--- src/include/uart_config.svh ---
`ifndef UART_CONFIG_SVH
`define UART_CONFIG_SVH

// serial bit period in clk_i cycles, small for simulation
`define UART_CLKS_PER_BIT 8

// width of the baud counter, enough to hold UART_CLKS_PER_BIT - 1
`define UART_TIMER_BITS $clog2(`UART_CLKS_PER_BIT)

// receive queue entries
`define UART_RX_DEPTH 4

`endif

--- src/hdl/uart_pkg.sv ---
`default_nettype none

package uart_pkg;

  // transmitter frame phases
  typedef enum logic [1:0] {
    TX_IDLE,
    TX_START,
    TX_DATA,
    TX_STOP
  } tx_state_e;

  // receiver frame phases
  typedef enum logic [1:0] {
    RX_IDLE,
    RX_START,
    RX_DATA,
    RX_STOP
  } rx_state_e;

  // one-cycle result of a received frame
  typedef struct packed {
    logic       byte_valid;   // stop bit was high
    logic       frame_error;  // stop bit was low
    logic [7:0] data;
  } rx_event_t;

  typedef struct packed {
    logic rx_empty;
    logic rx_full;
    logic overflow;     // sticky
    logic frame_error;  // sticky
  } uart_status_t;

endpackage

`default_nettype wire

--- src/hdl/uart_baud_timer.sv ---
`timescale 1ns/1ps
`default_nettype none
`include "uart_config.svh"

module uart_baud_timer (
  input  wire  clk_i,
  input  wire  reset_i,
  input  wire  run_i,
  input  wire  restart_i,
  input  wire  half_i,
  output logic tick_o
);

  localparam int TIMER_BITS = `UART_TIMER_BITS;
  localparam logic [TIMER_BITS-1:0] LAST_COUNT = TIMER_BITS'(`UART_CLKS_PER_BIT - 1);
  localparam logic [TIMER_BITS-1:0] HALF_COUNT = TIMER_BITS'(`UART_CLKS_PER_BIT / 2);

  logic [TIMER_BITS-1:0] count_q;

  // one pulse per period, on the last count
  assign tick_o = run_i && (count_q == LAST_COUNT);

  always_ff @(posedge clk_i) begin
    if (reset_i) begin
      count_q <= '0;
    end else if (restart_i) begin
      count_q <= half_i ? HALF_COUNT : '0;  // half load gives the mid-bit offset
    end else if (run_i) begin
      if (count_q == LAST_COUNT) begin
        count_q <= '0;  // wrap
      end else begin
        count_q <= count_q + 1'b1;
      end
    end
  end

endmodule

`default_nettype wire

--- src/hdl/uart_core.sv ---
`timescale 1ns/1ps
`default_nettype none

module uart_core
  import uart_pkg::*;
(
  input  wire          clk_i,
  input  wire          reset_i,
  input  wire  [7:0]   tx_data_i,
  input  wire          tx_start_i,
  output logic         tx_o,
  output logic         tx_busy_o,
  input  wire          rx_i,
  input  wire          rx_pop_i,
  input  wire          clear_errors_i,
  output logic [7:0]   rx_data_o,
  output uart_status_t status_o
);

  logic      tx_tick;
  logic      tx_timer_run;
  logic      tx_timer_restart;
  logic      rx_tick;
  logic      rx_timer_run;
  logic      rx_timer_restart;
  logic      rx_timer_half;
  rx_event_t rx_event;

  uart_baud_timer tx_timer_inst (
    .clk_i     (clk_i),
    .reset_i   (reset_i),
    .run_i     (tx_timer_run),
    .restart_i (tx_timer_restart),
    .half_i    (1'b0),  // transmitter always uses full periods
    .tick_o    (tx_tick)
  );

  uart_transmitter transmitter_inst (
    .clk_i           (clk_i),
    .reset_i         (reset_i),
    .tx_data_i       (tx_data_i),
    .tx_start_i      (tx_start_i),
    .tick_i          (tx_tick),
    .timer_run_o     (tx_timer_run),
    .timer_restart_o (tx_timer_restart),
    .tx_o            (tx_o),
    .tx_busy_o       (tx_busy_o)
  );

  uart_baud_timer rx_timer_inst (
    .clk_i     (clk_i),
    .reset_i   (reset_i),
    .run_i     (rx_timer_run),
    .restart_i (rx_timer_restart),
    .half_i    (rx_timer_half),
    .tick_o    (rx_tick)
  );

  uart_receiver receiver_inst (
    .clk_i           (clk_i),
    .reset_i         (reset_i),
    .rx_i            (rx_i),
    .tick_i          (rx_tick),
    .timer_run_o     (rx_timer_run),
    .timer_restart_o (rx_timer_restart),
    .timer_half_o    (rx_timer_half),
    .event_o         (rx_event)
  );

  uart_rx_queue rx_queue_inst (
    .clk_i          (clk_i),
    .reset_i        (reset_i),
    .event_i        (rx_event),
    .rx_pop_i       (rx_pop_i),
    .clear_errors_i (clear_errors_i),
    .rx_data_o      (rx_data_o),
    .status_o       (status_o)
  );

endmodule

`default_nettype wire

--- src/hdl/uart_receiver.sv ---
`timescale 1ns/1ps
`default_nettype none

module uart_receiver
  import uart_pkg::*;
(
  input  wire       clk_i,
  input  wire       reset_i,
  input  wire       rx_i,
  input  wire       tick_i,
  output logic      timer_run_o,
  output logic      timer_restart_o,
  output logic      timer_half_o,
  output rx_event_t event_o
);

  rx_state_e  state_q;
  logic       rx_meta_q;
  logic       rx_sync_q;
  logic [7:0] shift_q;
  logic [2:0] bit_cnt_q;
  logic       valid_q;
  logic       ferr_q;
  logic       start_seen;

  // falling edge seen while idle
  assign start_seen = (state_q == RX_IDLE) && !rx_sync_q;

  assign timer_run_o     = (state_q != RX_IDLE);
  assign timer_restart_o = start_seen;
  assign timer_half_o    = start_seen;  // first tick lands mid start bit

  // two-flop synchronizer, resets to idle line level
  always_ff @(posedge clk_i) begin
    if (reset_i) begin
      rx_meta_q <= 1'b1;
      rx_sync_q <= 1'b1;
    end else begin
      rx_meta_q <= rx_i;
      rx_sync_q <= rx_meta_q;
    end
  end

  always_ff @(posedge clk_i) begin
    if (reset_i) begin
      state_q   <= RX_IDLE;
      bit_cnt_q <= '0;
      valid_q   <= 1'b0;
      ferr_q    <= 1'b0;
    end else begin
      valid_q <= 1'b0;  // events are single pulses
      ferr_q  <= 1'b0;
      case (state_q)
        RX_IDLE: begin
          if (start_seen) begin
            state_q <= RX_START;
          end
        end
        RX_START: begin
          if (tick_i) begin
            // glitch rejection: line must still be low at mid-bit
            state_q   <= rx_sync_q ? RX_IDLE : RX_DATA;
            bit_cnt_q <= '0;
          end
        end
        RX_DATA: begin
          if (tick_i) begin
            if (bit_cnt_q == 3'd7) begin
              state_q <= RX_STOP;
            end else begin
              bit_cnt_q <= bit_cnt_q + 1'b1;
            end
          end
        end
        RX_STOP: begin
          if (tick_i) begin
            state_q <= RX_IDLE;
            valid_q <= rx_sync_q;   // good frame
            ferr_q  <= !rx_sync_q;  // stop bit low
          end
        end
        default: state_q <= RX_IDLE;
      endcase
    end
  end

  // data assembly, lsb arrives first
  always_ff @(posedge clk_i) begin
    if ((state_q == RX_DATA) && tick_i) begin
      shift_q <= {rx_sync_q, shift_q[7:1]};
    end
  end

  // shift_q holds still until the next frame's data bits
  assign event_o = rx_event_t'{byte_valid: valid_q, frame_error: ferr_q, data: shift_q};

endmodule

`default_nettype wire

--- src/hdl/uart_rx_queue.sv ---
`timescale 1ns/1ps
`default_nettype none
`include "uart_config.svh"

module uart_rx_queue
  import uart_pkg::*;
(
  input  wire            clk_i,
  input  wire            reset_i,
  input  wire rx_event_t event_i,
  input  wire            rx_pop_i,
  input  wire            clear_errors_i,
  output logic [7:0]     rx_data_o,
  output uart_status_t   status_o
);

  localparam int DEPTH    = `UART_RX_DEPTH;
  localparam int PTR_BITS = (DEPTH > 1) ? $clog2(DEPTH) : 1;
  localparam int CNT_BITS = $clog2(DEPTH + 1);
  localparam logic [PTR_BITS-1:0] LAST_PTR = PTR_BITS'(DEPTH - 1);

  logic [7:0]          mem [DEPTH];
  logic [PTR_BITS-1:0] wr_ptr_q;
  logic [PTR_BITS-1:0] rd_ptr_q;
  logic [CNT_BITS-1:0] count_q;
  logic                overflow_q;
  logic                ferr_q;
  logic                empty;
  logic                full;
  logic                do_pop;
  logic                do_push;

  assign empty   = (count_q == '0);
  assign full    = (count_q == CNT_BITS'(DEPTH));
  assign do_pop  = rx_pop_i && !empty;
  assign do_push = event_i.byte_valid && (!full || do_pop);  // a pop frees the slot

  always_ff @(posedge clk_i) begin
    if (reset_i) begin
      wr_ptr_q <= '0;
      rd_ptr_q <= '0;
      count_q  <= '0;
    end else begin
      if (do_push) begin
        wr_ptr_q <= (wr_ptr_q == LAST_PTR) ? '0 : wr_ptr_q + 1'b1;
      end
      if (do_pop) begin
        rd_ptr_q <= (rd_ptr_q == LAST_PTR) ? '0 : rd_ptr_q + 1'b1;
      end
      if (do_push && !do_pop) begin
        count_q <= count_q + 1'b1;
      end else if (do_pop && !do_push) begin
        count_q <= count_q - 1'b1;
      end
    end
  end

  always_ff @(posedge clk_i) begin
    if (do_push) begin
      mem[wr_ptr_q] <= event_i.data;
    end
  end

  // sticky flags, a new error wins over a clear in the same cycle
  always_ff @(posedge clk_i) begin
    if (reset_i) begin
      overflow_q <= 1'b0;
      ferr_q     <= 1'b0;
    end else begin
      if (clear_errors_i) begin
        overflow_q <= 1'b0;
        ferr_q     <= 1'b0;
      end
      if (event_i.byte_valid && !do_push) begin
        overflow_q <= 1'b1;  // byte dropped
      end
      if (event_i.frame_error) begin
        ferr_q <= 1'b1;
      end
    end
  end

  assign rx_data_o = mem[rd_ptr_q];  // fall-through head
  assign status_o  = uart_status_t'{rx_empty: empty, rx_full: full,
                                    overflow: overflow_q, frame_error: ferr_q};

endmodule

`default_nettype wire

--- src/hdl/uart_transmitter.sv ---
`timescale 1ns/1ps
`default_nettype none

module uart_transmitter
  import uart_pkg::*;
(
  input  wire       clk_i,
  input  wire       reset_i,
  input  wire [7:0] tx_data_i,
  input  wire       tx_start_i,
  input  wire       tick_i,
  output logic      timer_run_o,
  output logic      timer_restart_o,
  output logic      tx_o,
  output logic      tx_busy_o
);

  tx_state_e  state_q;
  logic [7:0] shift_q;
  logic [2:0] bit_cnt_q;
  logic       accept;

  // strobes while busy are dropped here
  assign accept          = (state_q == TX_IDLE) && tx_start_i;
  assign tx_busy_o       = (state_q != TX_IDLE);
  assign timer_run_o     = tx_busy_o;
  assign timer_restart_o = accept;  // start bit period begins at accept edge

  always_ff @(posedge clk_i) begin
    if (reset_i) begin
      state_q   <= TX_IDLE;
      tx_o      <= 1'b1;  // line idles high
      bit_cnt_q <= '0;
    end else begin
      case (state_q)
        TX_IDLE: begin
          if (accept) begin
            state_q <= TX_START;
            tx_o    <= 1'b0;  // start bit
          end
        end
        TX_START: begin
          if (tick_i) begin
            state_q   <= TX_DATA;
            tx_o      <= shift_q[0];
            bit_cnt_q <= '0;
          end
        end
        TX_DATA: begin
          if (tick_i) begin
            if (bit_cnt_q == 3'd7) begin
              state_q <= TX_STOP;
              tx_o    <= 1'b1;  // stop bit
            end else begin
              bit_cnt_q <= bit_cnt_q + 1'b1;
              tx_o      <= shift_q[1];  // next bit, lsb first
            end
          end
        end
        TX_STOP: begin
          if (tick_i) begin
            state_q <= TX_IDLE;
          end
        end
        default: begin
          state_q <= TX_IDLE;
          tx_o    <= 1'b1;
        end
      endcase
    end
  end

  // byte shift register
  always_ff @(posedge clk_i) begin
    if (accept) begin
      shift_q <= tx_data_i;
    end else if ((state_q == TX_DATA) && tick_i) begin
      shift_q <= shift_q >> 1;
    end
  end

endmodule

`default_nettype wire

--- config.mk ---
export PLATFORM = sky130hd
export DESIGN_NAME = uart_core
export DESIGN_NICKNAME = d
export VERILOG_FILES = /design/src/hdl/uart_pkg.sv /design/src/hdl/uart_baud_timer.sv /design/src/hdl/uart_core.sv /design/src/hdl/uart_receiver.sv /design/src/hdl/uart_rx_queue.sv /design/src/hdl/uart_transmitter.sv
export VERILOG_INCLUDE_DIRS = /design/src /design/src/include
export SDC_FILE = /design/constraint.sdc
export NUM_CORES = 1
export LEC_CHECK = 0
export BUFFER_PORTS_ARGS = -buffer_cell sky130_fd_sc_hd__buf_2
export CORE_UTILIZATION = 62
export CTS_CLUSTER_DIAMETER = 40
export DETAILED_ROUTE_END_ITERATION = 8
export PLACE_DENSITY = 0.81
export SETUP_SLACK_MARGIN = 0.02
export SYNTH_ARGS = -nofsm -noshare
export SYNTH_HDL_FRONTEND = slang
export SYNTH_SLANG_ARGS = --single-unit
--- constraint.sdc ---
create_clock -name clk_i -period 4.36 [get_ports clk_i]
set_clock_uncertainty 0.05 [all_clocks]
set_input_delay 0.872 -clock clk_i [delete_from_list [all_inputs] [get_ports clk_i]]
set_output_delay 0.872 -clock clk_i [all_outputs]
set_load 0.005 [all_outputs]
After elaboration in Yosys (flattened, before gate mapping) --
Memory sizes are Yosys's and may differ from the RTL's. A register that Yosys moved wholly into a read port is not among the register bits. Index checks and enable logic that the tools add are counted.
Operators by class: add/subtract/negate cells 8, equality and inequality tests 25, muxes and demuxes 43, bitwise logic cells 2, reductions and logical operators 38
Operator list (count):
- 3-bit 2-to-1 mux | 12
- 2-bit 2-to-1 mux | 15
- 2-bit by 1-bit inequality test with 1-bit output (second input constant) | 10
- 2-bit nonzero test | 9
- 8-bit 2-to-1 mux | 2
- 2-bit one-hot mux with 4 select lines | 2
- 3-bit by 1-bit adder with 3-bit output (second input constant) | 5
- 3-bit equality test (second input constant) | 5
- 2-bit equality test (second input constant) | 6
- 3-bit one-hot mux with 2 select lines | 2
- 4-bit AND reduction | 3
- 1-bit logical AND | 11
- 5-bit AND reduction | 2
- 1-bit 2-to-1 mux | 9
- 1-bit logical NOT | 5
- 2-bit by 1-bit adder with 2-bit output (second input constant) | 2
- 2-bit by 1-bit equality test with 1-bit output (second input constant) | 2
- 2-bit logical NOT | 2
- 2-bit inequality test (second input constant) | 2
- 2-bit OR reduction | 2
- 3-bit logical NOT | 1
- 1-bit one-hot mux with 3 select lines | 1
- 3-bit nonzero test | 1
- 3-bit OR reduction | 1
- other kinds (3) | 4
Storage, ports and cells: register bits after elaboration 46, RAM bits 32, word-level logic and storage cells 136, memories kept 1
Memories:
- rx_queue_inst.mem | words 4, width 8, read ports 1, clocked after memory_dff 1, wr ports 1, line uart_rx_queue.sv:22 | logic [7:0] mem [DEPTH];

Longest topological paths before layout --
Gate-level depths: netlist of the first run.
depth after elaboration 9, mapped depth 9, depth with buffers taken out 8

By module --
From an unflattened synthesis of the first run, not the netlist that was laid out.
Second synthesis, totals: cells, all modules 247, area, all modules 3517.1 um^2
By module, submodules not included:
- uart_rx_queue | instances 1, cells each 101, area each 1750.4 um^2
- uart_transmitter | instances 1, cells each 71, area each 793.3 um^2
- uart_receiver | instances 1, cells each 44, area each 646.9 um^2
- uart_baud_timer | instances 2, cells each 15, area each 161.4 um^2
- uart_core | instances 1, cells each 1, area each 3.8 um^2

Worst setup path after synthesis of the first run --
No wires, ideal clock.
path type input-to-reg, from input rx_pop_i, to register rx_queue_inst.count_q[2], arrival time 2.385 ns, setup slack 1.854 ns, stages 9, cell sequence nor4b_2 -> nor2b_1 -> buf_6 -> ha_1 -> inv_1 -> fa_1 -> xor2_1 -> or3_1 -> a21oi_1
Between the ends: word-level cells in the longest chain between the ends 6, elaborated cells on any way between the ends 9, classes of those cells mux (1); reduce/logical (8)
Ends and longest elaborated chain:
- start: declaration | line uart_core.sv:14 | input wire rx_pop_i,
- 1-bit logical AND * | line uart_rx_queue.sv:35 | assign do_pop = rx_pop_i && !empty;
- 1-bit logical OR * | line uart_rx_queue.sv:36 | assign do_push = event_i.byte_valid && (!full || do_pop);
- 1-bit logical AND * | line uart_rx_queue.sv:36
- net rx_queue_inst.do_push | line uart_rx_queue.sv:31 | logic do_push;
- 1-bit logical NOT | line uart_rx_queue.sv:52 | end else if (do_pop && !do_push) begin
- 1-bit logical AND | line uart_rx_queue.sv:52
- 2-bit nonzero test (no source line)
- end signal: assignment | line uart_rx_queue.sv:51 | count_q <= count_q + 1'b1;
- end signal: assignment | line uart_rx_queue.sv:53 | count_q <= count_q - 1'b1;
- end: declaration | line uart_rx_queue.sv:25 | logic [CNT_BITS-1:0] count_q;
The timed path passes the listed nets; every way through them passes the cells marked *. A chain may end at the register's enable or synchronous reset.

Worst setup path in the final report of the first run --
from input rx_pop_i, to register rx_queue_inst.count_q[2]
Between the ends: word-level cells in the longest chain between the ends 6, elaborated cells on any way between the ends 9, classes of those cells mux (1); reduce/logical (8)
Ends and longest elaborated chain (line):
- 1-bit logical AND * | uart_rx_queue.sv:35
- 1-bit logical OR | uart_rx_queue.sv:36
- 1-bit logical AND | uart_rx_queue.sv:36
- 1-bit logical NOT | uart_rx_queue.sv:52
- 1-bit logical AND | uart_rx_queue.sv:52
- 2-bit nonzero test (no source line)
Every way passes the cells marked *; elsewhere a longest branch is shown, timed or not.

==> impl_metrics.csv, run 1 <==
group,metric,value,unit
logic_synthesis,syn_avg_cell_area,13.8,µm²
finish,mostFrequentLayoutCells,"48 x edfxtp_1, 32 x dfxtp_1, 27 x buf_2",
detailed_routing,drtIter0Drc,147,
min_path,hold_depth,1,
setup_path,crit_path_max_fanout,8,
setup_path,end_kind,"flop",
clock_tree,cts_sinks,80,
grt,grtUsageTotal,0.202,
clock_tree,cts_buffers,9,
finish,area_growth,11.2,%
status,run_status,"finished, final reports clean",
clock_tree,cts_root_buffer,"clkbuf_8",
setup_path,critPathLaunchType,"input port",
finish,final_common_cell,"edfxtp_1",
die,die_w,76.1,µm
placed_design,gp_congestion,0.716,
timing,maxSlewHeadroom,0.572,
timing,worst_pin_slew,0.640,ns
logic_synthesis,async_flop_share,0,
clock_tree,tritoncts,"yes",
logic_synthesis,synth_edf_count,48,
timing,hold_violations,0,
logic_synthesis,ys_types,45,
timing,finalCritPeriodShare,0.601,
placed_design,dp_hpwl,3640,µm
setup_path,critPathKind,"in2reg",
placed_design,placed_cells,331,
clock_tree,cts_max_level,3,
detailed_routing,routed_wl,5360,µm
detailed_routing,detail_route.wl_per_cell,15.5,µm
min_path,hold_class,"reg2reg",
grt,grt_pass1_vias,1898,
clock_tree,cts-hold-fix-buffers,0,
logic_synthesis,synthFlopType,"edfxtp_1",
grt,gr-total-overflow,0,
setup_path,reg2reg_slack,1.82,ns
timing,post-route-min-period,2.62,ns
clock_tree,clock_path_buffers,2,
clock_tree,path_clk_slew,0.08,ns
die,dieHeight,76.1,µm
finish,antenna_cells,0,
run,cap_violations,0,
power_and_ir_drop,combPwrFrac,0.223,
setup_path,crit_arrival,2.84,ns
logic_synthesis,synth.net_count,281,
finish,layout-drive-gt1-share,0.249,
power_and_ir_drop,power.sequential.fraction,0.463,
setup_path,critPathRequiredTime,4.58,ns
logic_synthesis,synth_top_family_by_area,"simple AND/OR/NAND/NOR gates",
logic_synthesis,synth_cells,247,
timing,maxSlewViolCount,0,
detailed_routing,drtAntennaViolNets,0,
logic_synthesis,ys_ff_latch,80,
logic_synthesis,ys_warn_count,0,
logic_synthesis,synth-xor-area-share,0.00514,
die,initial_core_util,0.654,
logic_synthesis,yosysSeqAreaShare,0.611,
clock_tree,postCtsResizedCells,0,
grt,grt_max_degree,33,
power_and_ir_drop,powerDensity,541,nW/µm²
detailed_routing,drt_first_pass_iters,4,
finish,finalNonFillerCells,347,
die,rows,26,
setup_path,r2r-start,"rx_queue_inst.count_q[0]",
detailed_routing,vias,1938,
setup_path,crit_end,"rx_queue_inst.count_q[2]",
logic_synthesis,yosys.area_share.simple,0.0999,
logic_synthesis,synth.area.mux_share,0.0970,
finish,nFillCells,347,
setup_path,crit_start,"rx_pop_i",
timing,setup_viol,0,
logic_synthesis,syn-cell-area,3410,µm²
setup_path,r2r_end,"rx_queue_inst.count_q[2]",
finish,seq_area,2080,µm²
finish,multi_input_area,1210,µm²
setup_path,reg2reg_depth,8,
power_and_ir_drop,leakage,1.44,nW
die,die-area,5790,µm²
clock_tree,insertion_delay,0.34,ns
detailed_routing,drc_errors,0,
power_and_ir_drop,max-vdd-ir-drop,337,µV
grt,antenna_found_initial,0,
clock_tree,post-cts-setup-buffers,0,
finish,nets,306,
timing,layout_setup_ws,1.74,ns
die,core-area,5200,µm²
die,io_pins,28,
logic_synthesis,synth_fa_ha_area_frac,0.0757,
power_and_ir_drop,power_switching,0.559,mW
power_and_ir_drop,p_int,1.49,mW
logic_synthesis,synth_compound_area_frac,0.0786,
timing,rsz0062_at_grt,"false",
placed_design,io_buffers,27,
placed_design,post-place-ws,1.37,ns
power_and_ir_drop,switching_share,0.273,
timing,tns,0,ns
power_and_ir_drop,clockPowerShare,0.314,
timing,max_freq,0.382,GHz
grt,grt_pass1_wl,8860,µm
detailed_routing,via_per_inst,5.59,
==> synthesized netlist by cell type (3+ instances only) <==
cell type  count  area share
nor2_1        26       0.029
nand2b_1       4      0.0073
ha_1          19       0.070
edfxtp_1      48        0.42
o21ai_0        3      0.0044
mux2_2         8       0.026
nand2_1       11       0.012
a22oi_1        4      0.0088
nor2b_1        3      0.0055
nand3_1        3      0.0044
mux2i_1        6       0.018
inv_1          8      0.0088
mux4_2         8       0.053
nor3_1         5      0.0073
and2_2         4      0.0088
buf_4          5       0.011
dfxtp_1       32        0.19
buf_2          4      0.0059
a21oi_1       10       0.015
==> worst max-delay path, stage by stage <==
cell,delay [ns]
buf_2,0.12
nor4b_2,0.06
nor2b_1,0.41
ha_1,0.27
inv_1,0.07
fa_1,0.42
xor2_1,0.16
or3_1,0.31
a21oi_1,0.15
==> stage by stage <==
step	util	hold WS, ns	total power [mW]	instance area, µm²
floorplan	-	0.339	1.32	3410
global placement	0.682	0.346	1.40	3550
detailed placement	0.682	0.347	1.42	3550
CTS	0.727	0.367	2.06	3790
global route	0.727	0.391	2.15	3790
finish	0.727	0.365	2.05	3790
==> layout make-up <==
| type | count | share of cell area |
|---|---|---|
| Multi-Input combinational cell | 146 | 0.321 |
| Clock buffer | 11 | 0.0347 |
| Clock inverter | 5 | 0.0281 |
| Tap cell | 70 | 0.0231 |
| Timing Repair Buffer | 27 | 0.0357 |
| Inverter | 8 | 0.00793 |
| Sequential cell | 80 | 0.550 |
==> metal layers <==
layer	share of wire	track usage
met2	0.48	0.319
met5	0	0
met1	0.46	0.252
met3	0.028	0.0575
met4	0.025	0.113
==> flip-flops by register name, summed over array words and instances, names as in the netlist, 2 cells and up, named ones only <==
signal and flops:
rx_timer_inst.count_q 3, rx_queue_inst.mem 32, receiver_inst.shift_q 8, transmitter_inst.shift_q 8, transmitter_inst.bit_cnt_q 3, rx_queue_inst.rd_ptr_q 2, receiver_inst.bit_cnt_q 3, rx_queue_inst.count_q 3
rx_queue_inst.wr_ptr_q 2, tx_timer_inst.count_q 3, transmitter_inst.state_q 2
==> kinds of logic (layout without fill, tap and decap cells) <==
group           count (synthesis)  count (layout)
compound gates                 35              35
xor+xnor                        2               2
fa+ha+maj                      20              20
buf+inv                        21              51
flops                          80              80
mux                            22              22
simple gates                   67              67
==> power by group through the flow <==
stage	combinational (mW)	sequential, mW	clock (mW)
after floorplan	0.393	0.930	0
after global placement	0.439	0.964	0
after detailed placement	0.455	0.965	0
after CTS	0.459	0.950	0.652
after global routing	0.504	0.961	0.682
final	0.457	0.947	0.642
==> how the worst min path moves through the flow <==
stage / from / endpoint / slack (ns)
floorplan: receiver_inst.rx_meta_q / receiver_inst.rx_sync_q / 0.34
global placement: receiver_inst.rx_meta_q / receiver_inst.rx_sync_q / 0.35
detailed placement: receiver_inst.rx_meta_q / receiver_inst.rx_sync_q / 0.35
CTS: receiver_inst.rx_meta_q / receiver_inst.rx_sync_q / 0.37
global route: receiver_inst.rx_meta_q / receiver_inst.rx_sync_q / 0.39
finish: receiver_inst.rx_meta_q / receiver_inst.rx_sync_q / 0.36
(Power assumes the default switching activity.)
==> run 2, diff against run 1 <==
- CORE_UTILIZATION: 62 -> 59
- PLACE_DENSITY: 0.81 -> 0.78
- clock period: 4.36 -> 2.46 ns (I/O delays scaled with it)
==> run 2 against run 1 <==
Effect of this change:
- clock power increased by 44%
- critical path depth decreased by 7
- highest routed layer unchanged
- final cell count increased by 1.2%
==> impl_metrics.csv, run 2 (synthesis results as in run 1) <==
group,metric,value,unit
clock_tree,cts_root_buffer,"clkbuf_8",
timing,setup_viol,0,
timing,max_freq,0.441,GHz
clock_tree,insertion_delay,0.34,ns
placed_design,io_buffers,27,
timing,finalCritPeriodShare,0.922,
setup_path,end_kind,"output pin",
detailed_routing,detail_route.wl_per_cell,15.5,µm
grt,grt_max_degree,33,
grt,gr-total-overflow,0,
finish,reg_top3,"rx_queue_inst.mem: 32 flops, receiver_inst.shift_q: 8 flops, transmitter_inst.shift_q: 8 flops",
clock_tree,cts_max_level,3,
status,run_status,"finished, final reports clean",
clock_tree,path_clk_slew,0.08,ns
detailed_routing,drc_errors,0,
power_and_ir_drop,leakage,1.43,nW
power_and_ir_drop,powerDensity,907,nW/µm²
timing,rsz0062_at_grt,"false",
timing,tns,0,ns
setup_path,crit_arrival,1.73,ns
finish,layout-drive-gt1-share,0.262,
finish,utilization,0.679,
placed_design,gp_congestion,0.757,
die,die_w,78.0,µm
detailed_routing,drtIter0Drc,112,
timing,maxSlewViolCount,0,
die,io_pins,28,
die,rows,27,
run,cap_violations,0,
setup_path,critPathRequiredTime,1.92,ns
clock_tree,cts-hold-fix-buffers,0,
finish,final_common_cell,"edfxtp_1",
detailed_routing,vias,1987,
setup_path,crit_path_max_fanout,8,
min_path,hold_class,"in2reg",
clock_tree,cts_sinks,80,
die,core-area,5540,µm²
timing,maxSlewHeadroom,0.620,
finish,area_growth,10.4,%
timing,hold_violations,0,
finish,largest_register,"rx_queue_inst.mem",
detailed_routing,via_per_inst,5.66,
clock_tree,postCtsResizedCells,0,
grt,antenna_found_initial,0,
placed_design,dp_hpwl,3640,µm
detailed_routing,drt_first_pass_iters,4,
clock_tree,clock_path_buffers,2,
finish,largest_reg_flops,32,
timing,worst_pin_slew,0.570,ns
power_and_ir_drop,max-vdd-ir-drop,521,µV
setup_path,critPathKind,"reg2out",
grt,grt_pass1_vias,1963,
detailed_routing,drtAntennaViolNets,0,
finish,mostFrequentLayoutCells,"48 x edfxtp_1, 32 x dfxtp_1, 27 x buf_2",
timing,post-route-min-period,2.27,ns
detailed_routing,routed_wl,5460,µm
finish,nets,308,
setup_path,critPathLaunchType,"flop",
finish,antenna_cells,0,
die,dieHeight,78.0,µm
die,die-area,6080,µm²
clock_tree,post-cts-setup-buffers,0,
grt,grtUsageTotal,0.200,
clock_tree,cts_buffers,9,
clock_tree,tritoncts,"yes",
grt,grt_pass1_wl,9100,µm
die,initial_core_util,0.615,
==> run 2: cell types whose count changed in the layout (fill, tap and decap cells not counted) <==
cell,change
clkinv_2,+3
clkinv_4,+1
clkbuf_1,-2
buf_4,+2
bufinv_16,-2
==> run 2: area by class of cell <==
cell class              count  area (µm²)
inverters                   8        30.0
flip-flops and latches     80        2080
clock buffers               9         124
fillers                   396        1780
repair buffers             29         150
well taps                  72        90.1
multi-input cells         146        1210
clock inverters             7        70.1
==> run 2: worst paths after layout <==
path / start / end / slack [ns] / cells past startpoint
setup reg to reg: rx_queue_inst.count_q[0] / rx_queue_inst.count_q[2] / 0.22 / 7
hold reg to reg: receiver_inst.rx_meta_q / receiver_inst.rx_sync_q / 0.37 / 1
setup / recovery: flop / rx_data_o[6] / 0.19 / 2
hold / removal: rx_i / receiver_inst.rx_meta_q / 0.29 / 2
==> run 2: power breakdown <==
part           internal [mW]  total (mW)  switching (mW)
clock network          0.468       0.927           0.459
logic                  0.412       0.802           0.391
registers               1.54        1.68           0.137
total                   2.42        3.41           0.986
==> run 2: worst max-delay path: stages, from the launching register on <==
cell     delay, ns
dfxtp_1       0.66
mux4_2        0.58
buf_2         0.15
==> run 2: per-layer routing <==
metal,wire length (µm),global-route usage,vias to the layer above
li1,-,-,962
met1,2450,0.253,974
met2,2700,0.324,43
met3,224,0.0541,8
met4,76,0.0852,0
met5,0,0,-
==> run 2: through the flow <==
step	cell area [µm²]	std cells	power (mW)	hold WS (ns)	worst slack, ns
2_1_floorplan	3410	247	2.34	0.339	0.298
3_3_place_gp	3570	335	2.48	0.344	0.255
3_5_place_dp	3570	335	2.52	0.349	0.172
4_1_cts	3760	351	3.44	0.279	0.139
5_1_grt	3760	351	3.62	0.281	0.0882
6_report	3760	351	3.41	0.294	0.192
==> run 3, diff against run 2 <==
- CORE_UTILIZATION: 59 -> 62
- PLACE_DENSITY: 0.78 -> 0.81
- clock period: 2.46 -> 2.9 ns (I/O delays scaled with it)
==> run 3 against run 2 <==
Effect of this change:
- global-route usage rose by 0.21 points
- largest power group unchanged
- design area unchanged
- total power decreased by 14%
- worst setup slack improved by 0.31 ns
- clock-buffer cell count rose by 3
- first-iteration DRC count down 43%
- flip-flop and latch count is the same
- via count decreased by 3.8%
- non-clock buffer count shrank 1
==> impl_metrics.csv, run 3 (synthesis results as in run 1) <==
group,metric,value,unit
status,run_status,"finished, final reports clean",
finish,nFillCells,364,
clock_tree,insertion_delay,0.34,ns
grt,antenna_found_initial,0,
timing,maxSlewHeadroom,0.570,
detailed_routing,vias,1912,
grt,grt_max_degree,33,
die,die_w,76.1,µm
finish,final_common_cell,"edfxtp_1",
timing,post-route-min-period,2.40,ns
die,dieHeight,76.1,µm
power_and_ir_drop,powerDensity,781,nW/µm²
grt,grtUsageTotal,0.202,
run,cap_violations,0,
grt,grt_pass1_wl,8820,µm
detailed_routing,drtIter0Drc,64,
timing,max_freq,0.417,GHz
placed_design,post-place-ws,0.501,ns
die,rows,26,
timing,maxSlewViolCount,0,
min_path,hold_class,"in2reg",
detailed_routing,drc_errors,0,
clock_tree,cts_buffers,9,
clock_tree,tritoncts,"yes",
detailed_routing,drt_first_pass_iters,4,
finish,multi_input_area,1210,µm²
clock_tree,postCtsResizedCells,0,
timing,rsz0062_at_grt,"false",
timing,worst_pin_slew,0.642,ns
placed_design,io_buffers,27,
finish,seq_area,2080,µm²
placed_design,dp_hpwl,3560,µm
clock_tree,clock_path_buffers,2,
die,die-area,5790,µm²
clock_tree,post-cts-setup-buffers,0,
setup_path,crit_path_max_fanout,8,
setup_path,critPathLaunchType,"flop",
detailed_routing,routed_wl,5180,µm
clock_tree,cts_sinks,80,
timing,hold_violations,0,
finish,area_growth,10.4,%
die,core-area,5200,µm²
clock_tree,cts_root_buffer,"clkbuf_8",
clock_tree,path_clk_slew,0.07,ns
die,io_pins,28,
finish,largest_register,"rx_queue_inst.mem",
setup_path,end_kind,"output pin",
finish,antenna_cells,0,
finish,layout-drive-gt1-share,0.245,
clock_tree,cts_max_level,3,
grt,grt_pass1_vias,1912,
power_and_ir_drop,max-vdd-ir-drop,566,µV
finish,nets,307,
detailed_routing,drtAntennaViolNets,0,
finish,largest_reg_flops,32,
timing,tns,0,ns
power_and_ir_drop,leakage,1.43,nW
clock_tree,cts-hold-fix-buffers,0,
placed_design,gp_congestion,0.706,
timing,layout_setup_ws,0.505,ns
setup_path,critPathRequiredTime,2.27,ns
setup_path,crit_arrival,1.77,ns
setup_path,critPathKind,"reg2out",
detailed_routing,via_per_inst,5.49,
die,initial_core_util,0.654,
grt,gr-total-overflow,0,
timing,setup_viol,0,
finish,reg_top3,"rx_queue_inst.mem: 32 flops, receiver_inst.shift_q: 8 flops, transmitter_inst.shift_q: 8 flops",
finish,mostFrequentLayoutCells,"48 x edfxtp_1, 32 x dfxtp_1, 27 x buf_2",
detailed_routing,detail_route.wl_per_cell,14.9,µm
timing,finalCritPeriodShare,0.826,
[run 3: layout make-up]
class | instances | share of cell area
Sequential cell | 80 | 0.554
Multi-Input combinational cell | 146 | 0.323
Timing Repair Buffer | 28 | 0.0379
Clock buffer | 12 | 0.0359
Tap cell | 70 | 0.0233
Clock inverter | 4 | 0.0183
Inverter | 8 | 0.00799
[run 3: through the flow]
stage	cell area (µm²)	cells	utilization	hold slack [ns]	total power, mW
2_1_floorplan	3410	247	-	0.339	1.99
3_3_place_gp	3560	332	0.683	0.352	2.11
3_5_place_dp	3560	332	0.683	0.361	2.13
4_1_cts	3760	348	0.722	0.353	2.97
5_1_grt	3760	348	0.722	0.347	3.10
6_report	3760	348	0.722	0.369	2.94
[run 3: critical path: stages (launching register included)]
cell     delay, ns
dfxtp_1       0.69
mux4_2        0.59
buf_2         0.15
[run 3: power by group]
part	internal, mW	switching [mW]	leakage [nW]
sequential	1.31	0.119	0.696
combinational	0.348	0.330	0.632
clock	0.481	0.348	0.102
[run 3: final timing paths]
| check | from | cells after the start | end | slack, ns |
|---|---|---|---|---|
| worst min register to register | receiver_inst.rx_meta_q | 1 | receiver_inst.rx_sync_q | 0.39 |
| worst max register to register | rx_queue_inst.count_q[0] | 8 | rx_queue_inst.count_q[2] | 0.63 |
| worst min-delay path | rx_i | 2 | receiver_inst.rx_meta_q | 0.37 |
| worst max-delay path | flop | 2 | rx_data_o[7] | 0.50 |
[run 3: layer usage]
metal  global-route usage  part of all wire  up-vias
li1                     -                 -      958
met1                0.246              0.45      911
met2                0.324              0.49       34
met3               0.0719             0.041        9
met4               0.0942             0.020        0
met5                    0                 0        -
